`src/rtl/wb_pkg.sv`:
```
// Writeback bus encoding, a lane carries at most one exec result or one commit per cycle
`default_nettype none

package wb_pkg;

  // Writeback lanes per cycle
  localparam int WB_LANES = 2;

  // ----------------------------------------
  // Writeback opcode
  // ----------------------------------------
  // WB_EXEC writes a rename register only
  // WB_COMMIT writes the architectural register and releases the rrn
  typedef enum logic [1:0] {
    WB_NONE   = 2'd0,
    WB_EXEC   = 2'd1,
    WB_COMMIT = 2'd2
  } wb_kind_t;

endpackage

`default_nettype wire

```
`src/rtl/rename_pkg.sv`:
```
// Index space of 32 architectural and 32 rename registers, only these sizes are supported
`default_nettype none

package rename_pkg;

  // ----------------------------------------
  // Index space
  // ----------------------------------------
  localparam int ARCH_REGS    = 32;
  localparam int RENAME_REGS  = 32;
  localparam int REG_IDX_W    = 6;
  localparam int ARN_W        = $clog2(ARCH_REGS);
  localparam int SLOT_W       = $clog2(RENAME_REGS);

  // Lanes and ports per cycle
  localparam int RENAME_LANES = 2;
  localparam int READ_PORTS   = 4;
  // Saturation of the reported rename capacity
  localparam int CAPACITY_MAX = 3;

  typedef logic [REG_IDX_W-1:0] reg_idx_t;
  typedef logic [ARN_W-1:0]     arn_idx_t;
  typedef logic [SLOT_W-1:0]    slot_idx_t;

  // Rename registers sit above the architectural ones
  function automatic logic is_rename_reg(reg_idx_t idx);
    return idx >= reg_idx_t'(ARCH_REGS);
  endfunction

  // Architectural entry that may be written, entry 0 stays zero
  function automatic logic is_writable_arch(reg_idx_t idx);
    return (idx != '0) && !is_rename_reg(idx);
  endfunction

  // Position of a rename register inside the rename bank
  function automatic slot_idx_t rename_slot(reg_idx_t idx);
    return slot_idx_t'(idx - reg_idx_t'(ARCH_REGS));
  endfunction

endpackage

`default_nettype wire
```
`src/rtl/free_list.sv`:
```
// Callers must stay within the reported capacity and release only rename registers in use
`default_nettype none
`timescale 1ns/10ps

module free_list
  import rename_pkg::*;
  import wb_pkg::*;
(
  input  logic                   i_clock,
  input  logic                   i_reset,
  input  logic                   i_rename          [RENAME_LANES],
  output reg_idx_t               o_alloc_reg       [RENAME_LANES],
  input  wb_kind_t               i_wb_kind         [WB_LANES],
  input  reg_idx_t               i_wb_rrn          [WB_LANES],
  input  logic [RENAME_REGS-1:0] i_reclaim_mask,
  output logic [1:0]             o_rename_capacity
);

  localparam int CNT_W = $clog2(RENAME_REGS + 1);

  // One bit per rename register, set when free
  logic [RENAME_REGS-1:0] free_map;
  logic [RENAME_REGS-1:0] free_map_next;
  logic [CNT_W-1:0]       free_cnt;
  logic [CNT_W-1:0]       free_cnt_next;
  logic [CNT_W-1:0]       alloc_num;
  logic [CNT_W-1:0]       release_num;
  logic [CNT_W-1:0]       reclaim_num;
  logic                   found [RENAME_LANES];

  // ----------------------------------------
  // Priority pick
  // ----------------------------------------
  // Highest free slot to lane 0, next highest to lane 1 whether or not lane 0 renames
  always_comb begin
    logic [RENAME_REGS-1:0] avail;
    int                     slot;
    avail = free_map;
    for (int l = 0; l < RENAME_LANES; l++) begin
      found[l] = 1'b0;
      slot     = 0;
      for (int k = 0; k < RENAME_REGS; k++) begin
        if (avail[k]) begin
          found[l] = 1'b1;
          slot     = k;
        end
      end
      o_alloc_reg[l] = found[l] ? reg_idx_t'(ARCH_REGS + slot) : '0;
      if (found[l]) begin
        avail[slot] = 1'b0;
      end
    end
  end

  // ----------------------------------------
  // Bitmap and count update
  // ----------------------------------------
  always_comb begin
    free_map_next = free_map;
    alloc_num     = '0;
    release_num   = '0;
    reclaim_num   = '0;
    for (int l = 0; l < RENAME_LANES; l++) begin
      if (i_rename[l] && found[l]) begin
        free_map_next[rename_slot(o_alloc_reg[l])] = 1'b0;
        alloc_num = alloc_num + 1'b1;
      end
    end
    // Every commit returns its rrn, re-renamed or not
    for (int w = 0; w < WB_LANES; w++) begin
      if (i_wb_kind[w] == WB_COMMIT && is_rename_reg(i_wb_rrn[w])) begin
        free_map_next[rename_slot(i_wb_rrn[w])] = 1'b1;
        release_num = release_num + 1'b1;
      end
    end
    for (int k = 0; k < RENAME_REGS; k++) begin
      if (i_reclaim_mask[k]) begin
        reclaim_num = reclaim_num + 1'b1;
      end
    end
    free_map_next = free_map_next | i_reclaim_mask;
    free_cnt_next = free_cnt - alloc_num + release_num + reclaim_num;
  end

  always_ff @(posedge i_clock) begin
    if (i_reset) begin
      free_map          <= '1;
      free_cnt          <= CNT_W'(RENAME_REGS);
      o_rename_capacity <= 2'(CAPACITY_MAX);
    end else begin
      free_map <= free_map_next;
      free_cnt <= free_cnt_next;
      // Capacity saturates at CAPACITY_MAX
      if (free_cnt_next > CNT_W'(CAPACITY_MAX)) begin
        o_rename_capacity <= 2'(CAPACITY_MAX);
      end else begin
        o_rename_capacity <= free_cnt_next[1:0];
      end
    end
  end

endmodule

`default_nettype wire

```
`config.mk`:
```
export PLATFORM = sky130hd
export DESIGN_NAME = free_list
export DESIGN_NICKNAME = d
export VERILOG_FILES = /design/src/rtl/wb_pkg.sv /design/src/rtl/rename_pkg.sv /design/src/rtl/free_list.sv
export SDC_FILE = /design/constraint.sdc
export NUM_CORES = 1
export LEC_CHECK = 0
export BUFFER_PORTS_ARGS = -buffer_cell sky130_fd_sc_hd__buf_2
export CORE_ASPECT_RATIO = 0.75
export CORE_MARGIN = 2
export CORE_UTILIZATION = 45
export DETAILED_ROUTE_END_ITERATION = 8
export GPL_TIMING_DRIVEN = 0
export SYNTH_ARGS = -nofsm -noshare
export SYNTH_HDL_FRONTEND = slang
export SYNTH_SLANG_ARGS = --single-unit
export TNS_END_PERCENT = 100
```
`constraint.sdc`:
```
create_clock -name i_clock -period 25.6 [get_ports i_clock]
set_input_delay 3.84 -clock i_clock [delete_from_list [all_inputs] [get_ports i_clock]]
set_output_delay 3.84 -clock i_clock [all_outputs]
set_load 0.03 [all_outputs]
```
# Word level (Yosys, flattened, before mapping)
# Cells that the tools add are included.
[word_totals]
mem_bits_ro = 0
output_inout_bits = 14
ff_bits = 40
memories = 0
ram_bits = 0
latch_bits = 0
[classes]
bitwise_logic = 9
n_mux = 179
eq_ne = 2
mul = 0
reduce_logical = 10
div_mod_pow = 0
shift = 0
n_addsub = 42
n_lt_le_gt_ge = 13
[ops]
columns = ["operator", "n"]
rows = [
  ["2-to-1 mux 32 bit", 35],
  ["2-to-1 mux 6 bit", 65],
  ["adder 6 x 1 -> 6 bit (second input constant)", 33],
  ["AND 32 bit", 3],
  ["NOT 32 bit", 3],
  ["OR 32 bit", 3],
  ["2-to-1 mux 1 bit", 74],
  ["greater-or-equal comparator 32 x 1 -> 1 bit (second input constant)", 1],
  ["less-than comparator 32 x 7 -> 1 bit (second input constant)", 1],
  ["demux 1 bit (select 5 bit)", 5],
  ["less-than comparator 5 x 6 -> 1 bit (second input constant)", 4],
  ["greater-or-equal comparator 5 x 1 -> 1 bit (second input constant)", 4],
  ["subtractor 5 x 1 -> 5 bit (second input constant)", 4],
  ["adder 6 bit", 2],
  ["adder 6 bit (first input constant)", 2],
  ["greater-or-equal comparator 6 bit (second input constant)", 2],
  ["logical AND 1 bit", 9],
  ["> comparator 6 x 2 -> 1 bit (second input constant)", 1],
  ["subtractor 6 bit", 1],
  ["== test 2 bit (second input constant)", 2],
  ["OR reduction 2 bit", 1],
]

# Logic depth before layout (Yosys ltp)
# Gate-level depths: netlist (run 1).
[logic_depth]
word_depth = 84
ltp_mapped = 112
ltp_nobuf = 112

# Worst setup path after synthesis (run 1)
# OpenSTA, ideal clock, no wires.
[synth_timing]
kind = "input to register"
startpoint = "input i_reclaim_mask[0]"
endpoint = "register free_cnt[5]"
setup_time_ps = 122
required_ps = 25478
path_buffers = 0
setup_slack_ps = 2057
arrival_ps = 23421
cell_stages = 110
cell_sequence = "inv_1 ha_1 xor2_1 ha_1 nand2_1 o21ai_0 ha_1 mux2_2 ha_1 a32o_1 or2_2 ha_1 nand2b_1 o31ai_1 inv_1 ha_1 nand2b_1 o21ai_0 [74 not listed] ha_1 inv_1 ha_1 inv_1 fa_1 inv_1 a21o_1 a21oi_1 xnor2_1 xnor2_1 xnor2_1 xnor2_1 xnor2_1 xnor2_1 xnor2_1 xnor2_1 xnor2_1 nand2b_1"
[synth_between]
elab_chain_cells = 64
[synth_rtl]
columns = ["item", "line_no", "text"]
rows = [
  ["from (decl)", "free_list.sv:15", "input logic [RENAME_REGS-1:0] i_reclaim_mask,"],
  ["2-to-1 mux 1 bit (*)", "free_list.sv:77", "if (i_reclaim_mask[k]) begin"],
  ["adder 6 x 1 -> 6 bit", "free_list.sv:78", "reclaim_num = reclaim_num + 1'b1;"],
  ["2-to-1 mux 6 bit (*)", "free_list.sv:77", ""],
  ["adder 6 x 1 -> 6 bit", "free_list.sv:78", ""],
  ["2-to-1 mux 6 bit (*)", "free_list.sv:77", ""],
  ["adder 6 x 1 -> 6 bit", "free_list.sv:78", ""],
  ["2-to-1 mux 6 bit (*)", "free_list.sv:77", ""],
  ["adder 6 x 1 -> 6 bit", "free_list.sv:78", ""],
  ["[48 not listed]", "n/a", ""],
  ["2-to-1 mux 6 bit (*)", "free_list.sv:77", ""],
  ["adder 6 x 1 -> 6 bit", "free_list.sv:78", ""],
  ["2-to-1 mux 6 bit (*)", "free_list.sv:77", ""],
  ["adder 6 x 1 -> 6 bit", "free_list.sv:78", ""],
  ["2-to-1 mux 6 bit (*)", "free_list.sv:77", ""],
  ["adder 6 x 1 -> 6 bit", "free_list.sv:78", ""],
  ["2-to-1 mux 6 bit (*)", "free_list.sv:77", ""],
  ["adder 6 bit (*)", "free_list.sv:82", "free_cnt_next = free_cnt - alloc_num + release_num + reclaim_num;"],
  ["to (signal assigned)", "free_list.sv:88", "free_cnt <= CNT_W'(RENAME_REGS);"],
  ["to (signal assigned)", "free_list.sv:92", "free_cnt <= free_cnt_next;"],
  ["to (decl)", "free_list.sv:24", "logic [CNT_W-1:0] free_cnt;"],
]
# Mark *: on every way between the ends. The rest lies on a longest branch, timed or not.
# A chain may end at the register's enable or synchronous reset.

# Final worst setup path (run 1)
[layout_timing]
startpoint = "input i_reclaim_mask[0]"
endpoint = "register o_rename_capacity[0]"
[layout_between]
elab_chain_cells = 66
[layout_rtl]
columns = ["item", "line_no", "text"]
rows = [
  ["2-to-1 mux 1 bit (*)", "free_list.sv:77", ""],
  ["adder 6 x 1 -> 6 bit", "free_list.sv:78", ""],
  ["2-to-1 mux 6 bit (*)", "free_list.sv:77", ""],
  ["adder 6 x 1 -> 6 bit", "free_list.sv:78", ""],
  ["2-to-1 mux 6 bit (*)", "free_list.sv:77", ""],
  ["adder 6 x 1 -> 6 bit", "free_list.sv:78", ""],
  ["2-to-1 mux 6 bit (*)", "free_list.sv:77", ""],
  ["adder 6 x 1 -> 6 bit", "free_list.sv:78", ""],
  ["[50 not listed]", "n/a", ""],
  ["2-to-1 mux 6 bit (*)", "free_list.sv:77", ""],
  ["adder 6 x 1 -> 6 bit", "free_list.sv:78", ""],
  ["2-to-1 mux 6 bit (*)", "free_list.sv:77", ""],
  ["adder 6 x 1 -> 6 bit", "free_list.sv:78", ""],
  ["2-to-1 mux 6 bit (*)", "free_list.sv:77", ""],
  ["adder 6 bit (*)", "free_list.sv:82", ""],
  ["> comparator 6 x 2 -> 1 bit", "free_list.sv:94", "if (free_cnt_next > CNT_W'(CAPACITY_MAX)) begin"],
  ["OR reduction 2 bit (no source line)", "n/a", ""],
  ["to (signal assigned)", "free_list.sv:89", "o_rename_capacity <= 2'(CAPACITY_MAX);"],
  ["to (signal assigned)", "free_list.sv:95", "o_rename_capacity <= 2'(CAPACITY_MAX);"],
  ["to (signal assigned)", "free_list.sv:97", "o_rename_capacity <= free_cnt_next[1:0];"],
  ["to (decl)", "free_list.sv:16", "output logic [1:0] o_rename_capacity"],
]
# Marked as above.

==> reports/metrics.yaml, run 1 <==
outcome:
  status: "completed"
timing:
  finalClockSkew_ns: 0.00664
  tns_ns: 0
  finalCritPeriodShare_pct: 95.2
  tightest_slew_ns: 1.25
  drv_slew: 0
  fmax_mhz: 41.0
  whs_ns: 0.539
  setup_viol: 0
  relSlewSlack_pct: 15.7
  period_needed_ns: 24.37
  hold_violations: 0
floorplan:
  row_count: 41
  initial_core_util_pct: 46.0
  dieArea_um2: 18200
  num_io_pins: 66
  coreArea_um2: 16800
  die_y_um: 117
  fp.dieW_um: 155
critical_path:
  cpPeakStageDelay_ns: 0.39
  arrival_ns: 24.54
  critical_path_class: "input pin to register"
  startpoint_type: "input pin"
  slowest_stage: "fa_2"
  cpMostUsedCell: "ha_1"
  rr_worst_depth: 41
  worstPathRequired_ns: 25.77
  endpoint_kind: "register"
  path_max_fanout: 5
logic_synthesis:
  ys.flop_type: "dfxtp_1"
  syn_nets: 1179
  synth_area_leaders: "dfxtp_1, xnor2_1, ha_1"
  synthArstFlopShare_pct: 0
  synth_edf_count: 0
  synth-seq-cells: 40
  yosysMostFrequentCell: "nand2_1"
  yosysWarnings: 0
  avgSynthCellArea_um2: 7.15
  ys_top_cells_by_count: "nand2_1, nor2_1, inv_1"
  synth_area_leader_cell: "dfxtp_1"
  syn-instance-count: 1079
  synth-seq-area-share_pct: 10.4
  ys_types: 86
  synth_top_area_share_pct: 10.4
  syn_area_um2: 7710
placement:
  dp_cells: 1341
  place.port_buffers: 47
  hpwl_um: 19300
  place.gp.congestion: 0.951
grt:
  grt.total_usage_pct: 25.6
  grt_max_degree: 14
  grt_pass1_wl_um: 38200
  antenna_found_initial: 5
  gr-total-overflow: 0
  grt_pass1_vias: 7193
cts:
  cts_sinks: 40
  cts_buffer_depth: 2
  htreeDepth: 2
  clkTransAtPathRegs_ns: 0.06
  cts_root_buf: "clkbuf_16"
  cts_buffers: 5
  cts_tree: "done"
  hold_buffers: 0
  clock_latency_ns: 0.29
route:
  wirelength_um: 24000
  drt_iter0_markers: 645
  final_antenna_net_count: 0
  first_pass_iters: 5
  drc: 0
  wl_met2_um: 9260
  vias: 8308
  wl_met3_um: 2220
  highest_layer: "met5"
  wl_per_cell_um: 17.6
  routed_via_density: 6.10
  met1_length_um: 12100
cells_and_area:
  stdcell_count: 1361
  final_core_util_pct: 51.4
  nets: 1242
  syn_to_final_growth_pct: 11.9
  nFillCells: 1711
  drive_gt1_share_pct: 13.8
hold_path:
  hold_class: "register to register"
  hold_depth: 2
flow_run:
  cap_violations: 0
routing by layer:
layer  up-vias  global-route usage [%]
met5         -                       0
met4         4                    4.34
met3        46                    3.70
met2       376                    35.2
met1      3824                    41.8
li1       4058                       -
worst max-delay path: cells and delay by family:
| kind | cells | cell delay [ns] |
|---|---|---|
| compound gates | 21 | 2.53 |
| simple gates | 22 | 2.47 |
| mux | 11 | 2.70 |
| buf+inv | 14 | 1.00 |
| xor+xnor | 11 | 2.04 |
| fa+ha+maj | 33 | 9.98 |
repair_timing:
action | 4_1_cts | 5_1_grt
pin swaps | 0 | 20
resized for setup | 4 | 31
setup endpoints to repair | 3 | 3
setup buffers | 0 | 9
cell families after synthesis:
| kind of cell | after synthesis | share of synthesized area (%) |
|---|---|---|
| flops | 40 | 10.4 |
| xor+xnor | 136 | 20.3 |
| compound gates | 278 | 23.9 |
| fa+ha+maj | 48 | 8.18 |
| buf+inv | 119 | 6.02 |
| simple gates | 439 | 28.6 |
| mux | 19 | 2.56 |
sequential cells by signal, summed over array words and instances (netlist names):
signal / count
free_cnt: 6
o_rename_capacity: 2
free_map: 32
per-stage QoR:
stage / setup slack (ns) / cell area [um^2]
after CTS: 0.0776 / 8420
after global placement: -0.544 / 8220
final: 1.23 / 8630
after global routing: -0.150 / 8630
after floorplan: 2.06 / 7710
after detailed placement: -0.654 / 8220
layout make-up:
cell class	instances	area, um^2	area share [%]
antenna	3	7.51	0.0870
clock inverter	2	38.8	0.450
clock buffer	6	139	1.61
inverter	74	278	3.22
sequential	40	801	9.28
multi-input combinational	920	6610	76.6
tap	215	269	3.12
buffer	45	186	2.16
timing repair buffer	56	303	3.51
path summary, 6_finish.rpt:
check	from	endpoint	slack, ns
worst max register to register	free_map[2]	o_rename_capacity[0]	15.96
worst min-delay path	free_map[17]	free_map[17]	0.54
worst max-delay path	i_reclaim_mask[0]	o_rename_capacity[0]	1.23
worst min register to register	free_map[17]	free_map[17]	0.54
cells in the final DEF (no fill, tap or decap), types with 6 or more instances in the layout:
cell type | Yosys | routed
nor4_1 | 11 | 11
a31oi_1 | 10 | 10
xnor3_1 | 6 | 6
o211ai_1 | 10 | 10
nor3_1 | 63 | 63
nor2b_1 | 12 | 12
nand3b_1 | 12 | 12
inv_1 | 71 | 71
o21bai_1 | 6 | 6
nand2b_1 | 11 | 10
nand2_1 | 129 | 127
ha_1 | 44 | 41
or3_1 | 13 | 13
clkbuf_1 | 37 | 37
o22ai_1 | 36 | 35
nor2_1 | 76 | 76
xor2_1 | 35 | 34
xnor3_2 | 6 | 6
o21a_1 | 6 | 6
dfxtp_1 | 40 | 40
or4_1 | 10 | 10
o21ai_1 | 5 | 7
o221ai_1 | 19 | 19
nand4_1 | 10 | 10
mux2i_1 | 13 | 9
a211oi_1 | 6 | 6
xor2_2 | 7 | 8
xnor2_2 | 11 | 16
buf_2 | 5 | 52
o31ai_1 | 20 | 18
a21o_1 | 6 | 6
and2_1 | 14 | 14
nand3_1 | 37 | 37
a21oi_1 | 48 | 44
or2_2 | 10 | 10
buf_4 | 1 | 10
o21ai_0 | 60 | 56
xnor2_1 | 67 | 62
Power of run 1 is not shown: default switching activity piles up to over one toggle a cycle in this logic, so the estimate is an artifact.
==> run 2, diff against run 1 <==
Settings changed: RECOVER_POWER set to 50.
==> reports/metrics.yaml, run 2 (synthesis results as in run 1) <==
floorplan:
  die_y_um: 117  # unchanged
  row_count: 41  # unchanged
  dieArea_um2: 18200  # unchanged
  num_io_pins: 66  # unchanged
  fp.dieW_um: 155  # unchanged
  initial_core_util_pct: 46.0  # unchanged
  coreArea_um2: 16800  # unchanged
route:
  routed_via_density: 6.14  # +0.53%
  wl_met2_um: 9300  # +0.42%
  drt_iter0_markers: 630  # -2.3%
  wl_per_cell_um: 17.7  # +0.25%
  final_antenna_net_count: 0  # unchanged
  drc: 0  # unchanged
  met1_length_um: 11900  # -0.99%
  wl_met3_um: 2370  # +6.9%
  wirelength_um: 24000  # +0.25%
  first_pass_iters: 8  # +3
  vias: 8352  # +0.53%
  highest_layer: "met5"
cells_and_area:
  most-common-layout-cells: "nand2_1, nor2_1, inv_1"
  stdcell_count: 1361  # unchanged
  nets: 1242  # unchanged
  syn_to_final_growth_pct: 11.8
  reg_top3: "free_map x32, free_cnt x6, o_rename_capacity x2"
  drive_gt1_share_pct: 13.2  # -0.61 points
  final_common_cell: "nand2_1"
  largest-register: "free_map"
  largest_register_ffs: 32  # unchanged
placement:
  place.gp.congestion: 0.951  # unchanged
  dp_cells: 1341  # unchanged
  place.port_buffers: 47  # unchanged
  hpwl_um: 19300  # unchanged
critical_path:
  arrival_ns: 24.54  # about the same
  critical_path_class: "input pin to register"
  worstPathRequired_ns: 25.77  # about the same
  r2r_slack_ns: 15.97  # about the same
  startpoint_type: "input pin"
  cpPeakStageDelay_ns: 0.39  # about the same
  rr_worst_depth: 41  # unchanged
  cpMostUsedCell: "ha_1"
  path_max_fanout: 5  # unchanged
  endpoint_kind: "register"
  slowest_stage: "fa_2"
timing:
  drv_slew: 0  # unchanged
  tightest_slew_ns: 1.30  # +0.0431 ns
  finalClockSkew_ns: 0.00657  # -0.0000698 ns
  setup_viol: 0  # unchanged
  hold_violations: 0  # unchanged
  fmax_mhz: 41.0  # about the same
  period_needed_ns: 24.37  # -0.00427 ns
  relSlewSlack_pct: 12.6  # -3.1 points
  finalCritPeriodShare_pct: 95.2  # about the same
grt:
  grt.total_usage_pct: 25.6  # unchanged
  grt_pass1_wl_um: 38200  # unchanged
  gr-total-overflow: 0  # unchanged
  grt_pass1_vias: 7193  # unchanged
  grt_max_degree: 14  # unchanged
  antenna_found_initial: 5  # unchanged
cts:
  cts_buffer_depth: 2  # unchanged
  clock_latency_ns: 0.29  # about the same
  cts_buffers: 5  # unchanged
  cts_root_buf: "clkbuf_16"
  cts_sinks: 40  # unchanged
  hold_buffers: 0  # unchanged
  clkTransAtPathRegs_ns: 0.06  # about the same
  htreeDepth: 2  # unchanged
  cts_tree: "done"
hold_path:
  hold_class: "register to register"
  hold_depth: 2  # unchanged
flow_run:
  cap_violations: 0  # unchanged
outcome:
  status: "completed"
## run 2: cell count changes in the layout (fill, tap and decap cells not counted), sizes merged
cell    change
clkbuf      +7
buf         -7
## run 2: final timing paths
path | from | end
setup reg to reg | free_map[2] | o_rename_capacity[0]
hold / removal | free_map[17] | free_map[17]
hold reg to reg | free_map[17] | free_map[17]
setup / recovery | i_reclaim_mask[0] | o_rename_capacity[0]
## run 2: stage by stage
step / hold slack (ns) / setup WS (ns) / util [%] / instance area, um^2 / setup TNS (ns)
floorplan: 0.457 / 2.06 / - / 7710 / 0
global placement: 0.519 / -0.544 / 49.0 / 8220 / -1.61
detailed placement: 0.517 / -0.654 / 49.0 / 8220 / -1.94
CTS: 0.530 / 0.0776 / 50.2 / 8420 / 0
global route: 0.558 / -0.150 / 51.4 / 8620 / -0.421
finish: 0.537 / 1.23 / 51.4 / 8620 / 0
## run 2: critical path: cells and delay by family
kind	cells	cell delay, ns
buffers and inverters	14	1.00
multiplexers	11	2.70
adder cells (fa/ha/maj)	33	9.98
AND/OR/NAND/NOR	22	2.47
AO/OA/AOI/OAI	21	2.53
XOR/XNOR	11	2.04
## run 2: per-layer routing
metal	GRT usage [%]	vias up
met5	0	-
met1	41.8	3843
met3	3.70	39
met4	4.34	4
met2	35.2	412
li1	-	4054
## run 2: cell type report
type | count | area (um^2)
sequential | 40 | 801
buffer | 45 | 186
clock buffer | 6 | 139
tap | 215 | 269
clock inverter | 2 | 38.8
timing repair buffer | 56 | 294
fill | 1709 | 8160
antenna | 3 | 7.51
multi-input combinational | 920 | 6610
inverter | 74 | 278
## run 2: what timing repair did
item | 4_1_cts | 5_1_grt
pin swaps | 0 | 20
setup endpoints to repair | 3 | 3
resized for setup | 4 | 31
buffers inserted | 0 | 9
Power of run 2 is left out for the same reason.
